### config.mk
export PLATFORM = sky130hd
export DESIGN_NAME = accel_quad_bram_ctrl
export DESIGN_NICKNAME = d
export VERILOG_FILES = /design/src/common/quad_bram_pkg.sv /design/src/logic/accel_quad_bram_ctrl.sv /design/src/logic/awe_schedule.sv /design/src/logic/delay_line.sv /design/src/prefetch/pixel_prefetch_buffer.sv /design/src/sequencer/layer_sequencer_fsm.sv /design/src/sequencer/map_position_counter.sv
export SDC_FILE = /design/constraint.sdc
export NUM_CORES = 1
export LEC_CHECK = 0
export BUFFER_PORTS_ARGS = -buffer_cell sky130_fd_sc_hd__buf_4
export CAP_MARGIN = 20
export CORE_MARGIN = 2
export CORE_UTILIZATION = 60
export DETAILED_ROUTE_END_ITERATION = 8
export GPL_ROUTABILITY_DRIVEN = 0
export HOLD_SLACK_MARGIN = 0.02
export PLACE_DENSITY_LB_ADDON = 0.2
export SLEW_MARGIN = 0
export SYNTH_ARGS = -nofsm -noshare
export SYNTH_HDL_FRONTEND = slang
export SYNTH_SLANG_ARGS = --single-unit
### constraint.sdc
create_clock -name clk_500MHz -period 8.15 [get_ports clk_500MHz]
set_clock_uncertainty 0.2 [all_clocks]
set_input_delay 0 -clock clk_500MHz [delete_from_list [all_inputs] [get_ports clk_500MHz]]
set_output_delay 0 -clock clk_500MHz [all_outputs]
set_load 0.03 [all_outputs]
### src/common/quad_bram_pkg.sv
`default_nettype none

package quad_bram_pkg;

    // Pixel payload width
    localparam int pixel_w = 16;
    // Map index width, one less than the BRAM depth log
    localparam int idx_w = 9;

    typedef logic [pixel_w-1:0] pixel_t;
    typedef logic [idx_w-1:0]   map_idx_t;

    // One-hot layer sequencer states
    typedef enum logic [3:0] {
        st_idle      = 4'b0001,
        st_prime     = 4'b0010,
        st_wait_load = 4'b0100,
        st_active    = 4'b1000
    } seq_state_t;

    // Cycle counter runs 0..4
    localparam int cycle_wrap = 4;
    // Rows loaded before compute starts on a plane
    localparam int prime_rows = 2;
    // Pop to pixel output latency
    localparam int out_delay = 3;
    // Sequence read pulse latency into the cycle counter
    localparam int seq_rden_delay = 2;

endpackage

`default_nettype wire

### src/logic/accel_quad_bram_ctrl.sv
`timescale 1ns/1ps
`default_nettype none

module accel_quad_bram_ctrl #(
    parameter int pfb_depth      = 64,
    parameter int num_awe        = 4,
    parameter int num_ce_per_awe = 2
) (
    input  wire logic                          clk_500MHz,
    input  wire logic                          accel_rst,
    input  quad_bram_pkg::map_idx_t            num_input_cols,
    input  quad_bram_pkg::map_idx_t            num_input_rows,
    input  quad_bram_pkg::map_idx_t            num_input_depth,
    input  wire logic                          start,
    input  wire logic                          seq_rden,
    input  wire logic                          pix_in_valid,
    input  quad_bram_pkg::pixel_t              pix_in_data,
    output logic                               pix_in_credit,
    output logic                               pixel_out_valid,
    output quad_bram_pkg::pixel_t              pixel_out_data,
    output quad_bram_pkg::seq_state_t          state,
    output quad_bram_pkg::map_idx_t            input_row,
    output quad_bram_pkg::map_idx_t            input_col,
    output logic [num_awe*num_ce_per_awe-1:0]  ce_start,
    output logic [2:0]                         cycle_counter,
    output logic [1:0]                         gray_code
);

    import quad_bram_pkg::*;

    pixel_t                          head_data;
    logic                            empty;
    logic [$clog2(pfb_depth+1)-1:0]  fill_count;
    logic                            pop;
    logic                            row_end;
    logic                            plane_end;
    logic                            map_end;
    logic                            seq_rden_dly;
    logic                            start_go;

    // Counters clear only on an accepted start
    assign start_go = start && (state == st_idle);

    ////////////////////////////////////////////////////////////////////////////
    // Input side
    pixel_prefetch_buffer #(.pfb_depth(pfb_depth)) pfb_i (
        .clk_500MHz (clk_500MHz),
        .accel_rst  (accel_rst),
        .wr_valid   (pix_in_valid),
        .wr_data    (pix_in_data),
        .pop        (pop),
        .head_data  (head_data),
        .empty      (empty),
        .fill_count (fill_count),
        .credit     (pix_in_credit)
    );

    // Depth only feeds map_end inside the counter
    map_position_counter pos_i (
        .clk_500MHz      (clk_500MHz),
        .accel_rst       (accel_rst),
        .num_input_cols  (num_input_cols),
        .num_input_rows  (num_input_rows),
        .num_input_depth (num_input_depth),
        .start           (start_go),
        .pop             (pop),
        .col             (input_col),
        .row             (input_row),
        .depth           (),
        .row_end         (row_end),
        .plane_end       (plane_end),
        .map_end         (map_end)
    );

    layer_sequencer_fsm #(.pfb_depth(pfb_depth)) seq_i (
        .clk_500MHz     (clk_500MHz),
        .accel_rst      (accel_rst),
        .start          (start),
        .empty          (empty),
        .fill_count     (fill_count),
        .num_input_cols (num_input_cols),
        .row            (input_row),
        .row_end        (row_end),
        .plane_end      (plane_end),
        .map_end        (map_end),
        .pop            (pop),
        .state          (state)
    );

    ////////////////////////////////////////////////////////////////////////////
    // Output pipeline, data and valid aligned to the pop cycle
    delay_line #(.payload_t(pixel_t), .stages(out_delay)) data_dly_i (
        .clk_500MHz (clk_500MHz),
        .accel_rst  (accel_rst),
        .din        (head_data),
        .dout       (pixel_out_data)
    );

    delay_line #(.payload_t(logic), .stages(out_delay)) valid_dly_i (
        .clk_500MHz (clk_500MHz),
        .accel_rst  (accel_rst),
        .din        (pop),
        .dout       (pixel_out_valid)
    );

    // Sequence read pulse toward the cycle counter
    delay_line #(.payload_t(logic), .stages(seq_rden_delay)) rden_dly_i (
        .clk_500MHz (clk_500MHz),
        .accel_rst  (accel_rst),
        .din        (seq_rden),
        .dout       (seq_rden_dly)
    );

    awe_schedule #(
        .num_awe        (num_awe),
        .num_ce_per_awe (num_ce_per_awe)
    ) sched_i (
        .clk_500MHz    (clk_500MHz),
        .accel_rst     (accel_rst),
        .state         (state),
        .seq_rden_dly  (seq_rden_dly),
        .row_end       (row_end),
        .ce_start      (ce_start),
        .cycle_counter (cycle_counter),
        .gray_code     (gray_code)
    );

endmodule

`default_nettype wire

### src/logic/awe_schedule.sv
`timescale 1ns/1ps
`default_nettype none

module awe_schedule #(
    parameter int num_awe        = 4,
    parameter int num_ce_per_awe = 2
) (
    input  wire logic                          clk_500MHz,
    input  wire logic                          accel_rst,
    input  quad_bram_pkg::seq_state_t          state,
    input  wire logic                          seq_rden_dly,
    input  wire logic                          row_end,
    output logic [num_awe*num_ce_per_awe-1:0]  ce_start,
    output logic [2:0]                         cycle_counter,
    output logic [1:0]                         gray_code
);

    import quad_bram_pkg::*;

    localparam int         ce_w     = num_awe * num_ce_per_awe;
    localparam logic [2:0] wrap_val = 3'(cycle_wrap);

    logic [1:0] row_cnt;

    ////////////////////////////////////////////////////////////////////////////
    // Staggered engine start, one engine per cycle
    always_ff @(posedge clk_500MHz) begin
        if (accel_rst) begin
            ce_start <= '0;
        end else begin
            ce_start[0] <= (state == st_active);
            for (int i = 1; i < ce_w; i++) begin
                ce_start[i] <= ce_start[i-1];
            end
        end
    end

    ////////////////////////////////////////////////////////////////////////////
    // Modulo-5 cycle counter and row select
    always_ff @(posedge clk_500MHz) begin
        if (accel_rst) begin
            cycle_counter <= '0;
            row_cnt       <= '0;
        end else begin
            // Only delayed reads during compute count
            if ((state == st_active) && seq_rden_dly) begin
                cycle_counter <= (cycle_counter == wrap_val) ? '0 : cycle_counter + 1'b1;
            end
            if (row_end) begin
                row_cnt <= row_cnt + 1'b1;
            end
        end
    end

    // Binary row count shown as Gray
    assign gray_code = {row_cnt[1], row_cnt[1] ^ row_cnt[0]};

endmodule

`default_nettype wire

### src/logic/delay_line.sv
`timescale 1ns/1ps
`default_nettype none

module delay_line #(
    parameter type payload_t = logic,
    parameter int  stages    = 1
) (
    input  wire logic clk_500MHz,
    input  wire logic accel_rst,
    input  payload_t  din,
    output payload_t  dout
);

    // Stage 0 takes din, last stage drives dout
    payload_t pipe [stages];

    always_ff @(posedge clk_500MHz) begin
        if (accel_rst) begin
            for (int i = 0; i < stages; i++) begin
                pipe[i] <= '0;
            end
        end else begin
            pipe[0] <= din;
            for (int i = 1; i < stages; i++) begin
                pipe[i] <= pipe[i-1];
            end
        end
    end

    assign dout = pipe[stages-1];

endmodule

`default_nettype wire

### src/prefetch/pixel_prefetch_buffer.sv
`timescale 1ns/1ps
`default_nettype none

module pixel_prefetch_buffer #(
    parameter int pfb_depth = 64
) (
    input  wire logic                          clk_500MHz,
    input  wire logic                          accel_rst,
    input  wire logic                          wr_valid,
    input  quad_bram_pkg::pixel_t              wr_data,
    input  wire logic                          pop,
    output quad_bram_pkg::pixel_t              head_data,
    output logic                               empty,
    output logic [$clog2(pfb_depth+1)-1:0]     fill_count,
    output logic                               credit
);

    import quad_bram_pkg::*;

    localparam int ptr_w = (pfb_depth > 1) ? $clog2(pfb_depth) : 1;
    localparam logic [ptr_w-1:0] last_slot = ptr_w'(pfb_depth - 1);

    // Pixel storage, no reset needed
    pixel_t mem [pfb_depth];

    logic [ptr_w-1:0] wr_ptr;
    logic [ptr_w-1:0] rd_ptr;
    logic             do_pop;

    // Pops on an empty buffer are dropped
    assign do_pop = pop && !empty;

    always_ff @(posedge clk_500MHz) begin
        if (wr_valid) begin
            mem[wr_ptr] <= wr_data;
        end
    end

    // Pointers and fill level
    always_ff @(posedge clk_500MHz) begin
        if (accel_rst) begin
            wr_ptr     <= '0;
            rd_ptr     <= '0;
            fill_count <= '0;
            credit     <= 1'b0;
        end else begin
            if (wr_valid) begin
                wr_ptr <= (wr_ptr == last_slot) ? '0 : wr_ptr + 1'b1;
            end
            if (do_pop) begin
                rd_ptr <= (rd_ptr == last_slot) ? '0 : rd_ptr + 1'b1;
            end
            case ({wr_valid, do_pop})
                2'b10:   fill_count <= fill_count + 1'b1;
                2'b01:   fill_count <= fill_count - 1'b1;
                default: fill_count <= fill_count;
            endcase
            // One credit back per popped pixel, a cycle later
            credit <= do_pop;
        end
    end

    // Show-ahead: head word is visible before the pop
    assign head_data = mem[rd_ptr];
    assign empty     = (fill_count == '0);

endmodule

`default_nettype wire

### src/sequencer/layer_sequencer_fsm.sv
`timescale 1ns/1ps
`default_nettype none

module layer_sequencer_fsm #(
    parameter int pfb_depth = 64
) (
    input  wire logic                      clk_500MHz,
    input  wire logic                      accel_rst,
    input  wire logic                      start,
    input  wire logic                      empty,
    input  wire logic [$clog2(pfb_depth+1)-1:0] fill_count,
    input  quad_bram_pkg::map_idx_t        num_input_cols,
    input  quad_bram_pkg::map_idx_t        row,
    input  wire logic                      row_end,
    input  wire logic                      plane_end,
    input  wire logic                      map_end,
    output logic                           pop,
    output quad_bram_pkg::seq_state_t      state
);

    import quad_bram_pkg::*;

    localparam map_idx_t last_prime_row = map_idx_t'(prime_rows - 1);

    seq_state_t       ret_state;
    logic [idx_w:0]   row_len;
    // Pixels still to pop in the current row
    logic [idx_w:0]   col_left;
    logic             refilled;

    assign row_len = {1'b0, num_input_cols} + 1'b1;

    // Pop whenever a pixel is waiting in prime or active
    assign pop = ((state == st_prime) || (state == st_active)) && !empty;

    // Rest of the row is buffered; a full row at a row boundary,
    // only the short tail in the last row of the map
    assign refilled = int'(fill_count) >= int'(col_left);

    always_ff @(posedge clk_500MHz) begin
        if (accel_rst) begin
            state     <= st_idle;
            ret_state <= st_prime;
            col_left  <= '0;
        end else begin
            if ((state == st_idle) && start) begin
                col_left <= row_len;
            end else if (pop) begin
                col_left <= row_end ? row_len : col_left - 1'b1;
            end

            case (state)
                st_idle: begin
                    if (start) begin
                        state <= st_prime;
                    end
                end
                st_prime: begin
                    if (empty) begin
                        ret_state <= st_prime;
                        state     <= st_wait_load;
                    end else if (map_end) begin
                        state <= st_idle;
                    end else if (row_end && !plane_end && row == last_prime_row) begin
                        // Second row of the plane is in
                        state <= st_active;
                    end
                end
                st_active: begin
                    if (empty) begin
                        ret_state <= st_active;
                        state     <= st_wait_load;
                    end else if (map_end) begin
                        state <= st_idle;
                    end else if (plane_end) begin
                        // Next plane primes again
                        state <= st_prime;
                    end
                end
                st_wait_load: begin
                    if (refilled) begin
                        state <= ret_state;
                    end
                end
                default: state <= st_idle;
            endcase
        end
    end

endmodule

`default_nettype wire

### src/sequencer/map_position_counter.sv
`timescale 1ns/1ps
`default_nettype none

module map_position_counter (
    input  wire logic              clk_500MHz,
    input  wire logic              accel_rst,
    input  quad_bram_pkg::map_idx_t num_input_cols,
    input  quad_bram_pkg::map_idx_t num_input_rows,
    input  quad_bram_pkg::map_idx_t num_input_depth,
    input  wire logic              start,
    input  wire logic              pop,
    output quad_bram_pkg::map_idx_t col,
    output quad_bram_pkg::map_idx_t row,
    output quad_bram_pkg::map_idx_t depth,
    output logic                   row_end,
    output logic                   plane_end,
    output logic                   map_end
);

    // Flags describe the pixel being popped right now
    assign row_end   = pop && (col == num_input_cols);
    assign plane_end = row_end && (row == num_input_rows);
    assign map_end   = plane_end && (depth == num_input_depth);

    // Index of the next pixel, wraps column then row then depth
    always_ff @(posedge clk_500MHz) begin
        if (accel_rst || start) begin
            col   <= '0;
            row   <= '0;
            depth <= '0;
        end else if (pop) begin
            if (!row_end) begin
                col <= col + 1'b1;
            end else begin
                col <= '0;
                if (!plane_end) begin
                    row <= row + 1'b1;
                end else begin
                    row <= '0;
                    // Depth back to 0 after the last plane
                    depth <= map_end ? '0 : depth + 1'b1;
                end
            end
        end
    end

endmodule

`default_nettype wire

# After elaboration in Yosys (flattened, before gate mapping)
# Memories as Yosys holds them, arrays and structs flattened. A register that Yosys moved wholly into a read port is not among the register bits.
# Index checks and enable logic that the tools add are counted.
# word_totals
elab_cells	115
reg_bits	78
in_bits	48
memories	4
ram_bits	1077
# classes
bitwise	9
n_lt_le_gt_ge	1
eq_ne	19
add_sub_neg	11
n_reduce_logical	21
muxes	37
# memory_table
name	depth	word_bits	rd	rd_ports_with_merged_regs	write_ports	line_no	source
pfb_i.mem	64	16	1	1	1	pixel_prefetch_buffer.sv:24	pixel_t mem [pfb_depth];
data_dly_i.pipe	3	16	3	0	3	delay_line.sv:15	payload_t pipe [stages];
valid_dly_i.pipe	3	1	3	0	3	delay_line.sv:15	
rden_dly_i.pipe	2	1	2	0	2	delay_line.sv:15	
# ops
cell	n
$mux W16	3
$mux W4	10
$mux W10	3
$add A9 B1 Y9 const B	3
$eq A9 B9 Y1	3
$mux W9	3
$mux W6	4
$pmux W4 S4	1
$pmux W7 S2	1
$add A6 B1 Y6 const B	2
$eq A6 B6 Y1 const B	2
$add A9 B1 Y10 const B	1
$ge A7 B10 Y1	1
$mux W1	10
$sub A10 B1 Y10 const B	1
$eq A9 B1 Y1 const B	1
$logic_and A1 B1 Y1	9
$or A1 B1 Y1	8
$pmux W4 S2	1
$add A7 B1 Y7 const B	1
$logic_not A7 Y1	1
$sub A7 B1 Y7 const B	1
$reduce_and A3 Y1	2
$reduce_bool A2 Y1	3
other kinds (19)	23

# Longest topological paths before layout
# logic_depth
ltp_word	12
mapped_depth	17

# By module
# From an unflattened synthesis, not the netlist that was laid out.
# hier_totals
hier_cells	2410
area_unflattened_um2	45756.4
# modules_own_cells
module	seq_area_each_um2	instances	cells_each	area_per_inst_um2
pixel_prefetch_buffer	31270.0	1	1856	40614.0
map_position_counter	540.5	1	190	1592.8
layer_sequencer_fsm	320.3	1	188	1501.4
delay_line at data_dly_i	960.9	1	117	1425.1
awe_schedule	260.2	1	47	475.5
delay_line at valid_dly_i	60.1	1	6	78.8
delay_line at rden_dly_i	40.0	1	4	52.6
accel_quad_bram_ctrl	0.0	1	2	16.3

# Least setup slack after synthesis
# No wires, ideal clock.
# synth_path
path_type	register to register
startpoint	register seq_i.state[2]
endpoint	register pfb_i.fill_count[4]
setup_slack_ps	4227
arrival_time_ps	3653
path_buffers	3
required_time_ps	7879
stages_incl_launch_ff	17
path_cell_list	dfxtp_1 clkbuf_1 nor2_1 and2_1 nand2_1 inv_1 buf_2 ha_1 buf_1 xor2_1 ha_1 a21oi_1 o21ai_0 a221oi_1 xor2_1 or3_1 a21oi_1
# synth_between
elab_chain_cells	6
elab_cells_between_ends	9
classes_between	eq/ne (4); mux (1); reduce/logical (4)
# synth_lines
element	line_no	source
from (decl)	layer_sequencer_fsm.sv:18	output quad_bram_pkg::seq_state_t state
from (signal assigned)	layer_sequencer_fsm.sv:42	state <= st_idle;
from (signal assigned)	layer_sequencer_fsm.sv:55	state <= st_prime;
from (signal assigned)	layer_sequencer_fsm.sv:61	state <= st_wait_load;
$eq A4 B2 Y1 / $eq A4 B4 Y1 (equally long branches)	layer_sequencer_fsm.sv:34	assign pop = ((state == st_prime) || (state == st_active)) && !empty;
$logic_or A1 B1 Y1 *	layer_sequencer_fsm.sv:34	
$logic_and A1 B1 Y1 *	layer_sequencer_fsm.sv:34	
$logic_and A1 B1 Y1 *	pixel_prefetch_buffer.sv:31	assign do_pop = pop && !empty;
net pfb_i.do_pop	pixel_prefetch_buffer.sv:28	logic do_pop;
$eq A2 B1 Y1 / $eq A2 B2 Y1 (equally long branches)	pixel_prefetch_buffer.sv:53	case ({wr_valid, do_pop})
$pmux W7 S2 / $reduce_bool A2 Y1 (equally long branches)	-	
to (signal assigned)	pixel_prefetch_buffer.sv:54	2'b10: fill_count <= fill_count + 1'b1;
to (signal assigned)	pixel_prefetch_buffer.sv:55	2'b01: fill_count <= fill_count - 1'b1;
to (signal assigned)	pixel_prefetch_buffer.sv:56	default: fill_count <= fill_count;
to (decl)	pixel_prefetch_buffer.sv:14	output logic [$clog2(pfb_depth+1)-1:0] fill_count,
# The timed path passes the listed nets; every way through them passes the cells marked *.
# A chain may end at the register's enable or synchronous reset.

# Worst setup path after layout
# layout_path
startpoint	register seq_i.state[1]
endpoint	register pfb_i.fill_count[4]
# layout_between
elab_chain_cells	6
elab_cells_between_ends	9
classes_between	eq/ne (4); mux (1); reduce/logical (4)
# layout_lines
element	line_no
$eq A4 B2 Y1 / $eq A4 B4 Y1 (equally long branches)	layer_sequencer_fsm.sv:34
$logic_or A1 B1 Y1 *	layer_sequencer_fsm.sv:34
$logic_and A1 B1 Y1 *	layer_sequencer_fsm.sv:34
$logic_and A1 B1 Y1 *	pixel_prefetch_buffer.sv:31
$eq A2 B1 Y1 / $eq A2 B2 Y1 (equally long branches)	pixel_prefetch_buffer.sv:53
$pmux W7 S2 / $reduce_bool A2 Y1 (equally long branches)	-
# Mark *: on every way between the ends. The rest lies on a longest branch, timed or not.

==> out/results.tsv <==
metric	value	unit
Worst EP arrival	4.96	ns
non-filler instance count after layout	3582	
initial detailed-routing violation count	2900	
asr flop ratio synth	0	
share of cells above drive strength 1	0.2579	
relative slew slack	0.3464	
dominant delay contributor by cell family on the critical path	compound AO/OA/AOI/OAI gates	
area of the multi-input gates	0.01105	mm2
most frequent cells in the layout	1024 x edfxtp_1, 298 x mux4_2, 185 x buf_4, 138 x nor2_1, 130 x dfxtp_1	
cell depth of the worst setup path	13	
# nets final	2589	
Max stage delay on crit path	0.61	ns
cell accounting for the most synthesized area	edfxtp_1	
Bufs on Longest Clock Path	3	
placed wire-length estimate	57990	um
unrepaired setup endpoints after global routing	false	
later-pin clock latency in the skew report	0.67	ns
post-CTS setup buffers	0	
Leak Pwr	16.19	nW
Synth Instances	2313	
Critical-path top delay cell	ha_1	
most frequent CP cell	xor2_1	
fin crit period	4.560	ns
Die H	279.1	um
CTS tree	yes	
Seq/Total Area, Yosys	0.7368	
Die ar.	0.07789	mm2
I/O pin cnt	101	
mapped cell area	0.04540	mm2
#FFs+latches synth	1159	
FP Rows	100	
r2r worst-path depth	13	
synth top area cells	edfxtp_1 68%, mux4_2 15%, dfxtp_1 6.0%	
Yosys top cell area share	0.6773	
vias per inst	6.516	
Reg clk slew, reported paths	0.07	ns
Global Route Usage Sum	0.2751	
critical-path cell list	xor2_1 -> and2_1 -> nand2_1 -> inv_1 -> ha_1 -> xor2_1 -> ha_1 -> a21oi_1 -> o21ai_0 -> a221oi_1 -> xor2_1 -> or3_1 -> a21oi_1	
DRT Pass-1 Iters	5	
drt wl/cell	29.36	um
clk root buf	clkbuf_16	
Die W	279.1	um
CP endpoint kind	flop	
status	finished clean	
vias in the first global route	23690	
Ys Warns	0	
drt total wl	105200	um
Yosys cell types	64	
area added between synthesis and finish	13.14	%
period utilisation layout	0.5595	
largest net degree at the start of global routing	88	
first-pass GRT wire length	155200	um
port buffer count	100	
hold depth	3	
Synthesized Nets	2381	
Initial Util	0.6078	
placed insts	3325	
antenna violations before repair	2	
worst-path fanout max	16	
max-slew violation count	0	
via count	23340	
Max VDD drop	181.0	uV
CORE AREA	0.07470	mm2
total CTS buffers	112	
ant diodes	0	
CTS H-tree depth	3	
Power Density	236.0	mW/mm2
CP startpoint kind	flop	
Setup TNS Final	0	ns
Hold Path Class	in2reg	
Fillers	4575	
number of flops mapped to enable cells by yosys	1024	
crit path kind	reg2reg	
FF+latch area	0.03347	mm2
clock sink total	1159	
Primary FF master, synth	edfxtp_1	
Max Clk Rate	0.2193	GHz
final setup vio count	0	
DRC Markers	0	
total grt overflow	0	
most common cell after layout, fill and taps aside	edfxtp_1	
Max Cap Viol	0	
buffers and inverters on the worst path	1	
Final Hold Vio Count	0	
Req. time, crit path	8.55	ns
Worst-Margin Slew	0.9805	ns
Antenna Nets Post-Route	0	
Mean Syn Cell Area	19.63	um2
==> layer usage <==
layer,global-route usage,part of all wire
met1,0.3903,0.40
met2,0.4536,0.49
met3,0.04242,0.083
met4,0.07527,0.023
met5,0,0.00010
==> synth_stat cells, types with 6 or more instances <==
cell type,instances
o21ai_0,40
buf_6,18
nand3_1,27
a221oi_1,12
a22o_1,9
dfxtp_1,135
or3_1,12
mux2i_1,22
a21oi_1,55
xnor2_1,24
nor2b_1,60
mux4_2,298
a211oi_1,31
xor2_1,45
a22oi_1,7
nor2_1,140
edfxtp_1,1024
buf_4,31
nand2_1,55
nor3_1,26
nand3b_1,6
nand4_1,18
buf_2,46
nand2b_1,9
and2_1,8
ha_1,20
inv_1,16
clkbuf_1,45
==> final timing paths <==
check	from	endpoint	slack, ns
hold reg to reg	data_dly_i.pipe[0][25]$_SDFF_PP0_	data_dly_i.pipe[0][41]$_SDFF_PP0_	0.24
setup / recovery	seq_i.state[1]$_SDFFE_PP0P_	pfb_i.fill_count[4]$_SDFFE_PP0P_	3.59
setup reg to reg	seq_i.state[1]$_SDFFE_PP0P_	pfb_i.fill_count[4]$_SDFFE_PP0P_	3.59
hold / removal	accel_rst	sched_i.row_cnt[1]$_SDFFE_PP0N_	0.07
==> area by class of cell <==
type	instances	share of cell area
Timing Repair Buffer	238	0.03746
Clock inverter	62	0.01206
Multi-Input combinational cell	994	0.2152
Clock buffer	144	0.05895
Inverter	16	0.001169
Tap cell	969	0.02360
Sequential cell	1159	0.6516
==> power by group <==
group	internal, W	leakage, nW	switching, W	total (W)
sequential	0.00649	10.3	0.0000337	0.00653
clock	0.00299	1.78	0.00216	0.00516
combinational	0.000167	4.09	0.000271	0.000438
total	0.00965	16.2	0.00247	0.0121
==> stage by stage <==
step | worst slack (ns) | hold slack, ns | utilization | instance area, um2 | power, W
4_1_cts | 3.582 | 0.03303 | 0.6877 | 51370 | 0.01217
5_1_grt | 3.136 | 0.06885 | 0.6877 | 51370 | 0.01244
3_5_place_dp | 3.620 | 0.03855 | 0.6320 | 47210 | 0.007066
2_1_floorplan | 4.227 | -0.1011 | - | 45400 | 0.006887
3_3_place_gp | 3.606 | 0.02276 | 0.6319 | 47200 | 0.007046
6_report | 3.590 | 0.06621 | 0.6877 | 51370 | 0.01212
==> worst register-to-register path, stage by stage, from the launching register on <==
cell and delay [ns]:
dfxtp_1 0.56, xor2_1 0.22, and2_1 0.19, nand2_1 0.38
inv_1 0.51, ha_1 0.62, xor2_1 0.16, ha_1 0.22
a21oi_1 0.22, o21ai_0 0.16, a221oi_1 0.43, xor2_1 0.14
or3_1 0.33, a21oi_1 0.14
==> cells by family (layout without fill, tap and decap cells) <==
group,count (synthesis),in the layout,share of synthesized area
simple gates,399,399,0.04465
flops,1159,1159,0.7368
fa+ha+maj,20,20,0.005512
mux,325,325,0.1539
xor+xnor,69,69,0.01331
buf+inv,160,460,0.02004
compound gates,181,181,0.02577
==> registers in the layout, summed over array words and instances (netlist names), 3 cells and up, named ones only <==
| register | count |
|---|---|
| pos_i.col | 9 |
| sched_i.ce_start | 8 |
| pfb_i.wr_ptr | 6 |
| data_dly_i.pipe | 48 |
| pos_i.row | 9 |
| pfb_i.rd_ptr | 6 |
| pos_i.depth | 9 |
| valid_dly_i.pipe | 3 |
| pfb_i.mem | 1024 |
| pfb_i.fill_count | 7 |
| seq_i.state | 4 |
| sched_i.cycle_counter | 3 |
| seq_i.col_left | 10 |
==> repair_timing <==
action,4_1_cts,5_1_grt
hold buffers,51,0
hold endpoints to repair,1214,0
resized for setup,0,0
(Power assumes the default switching activity.)
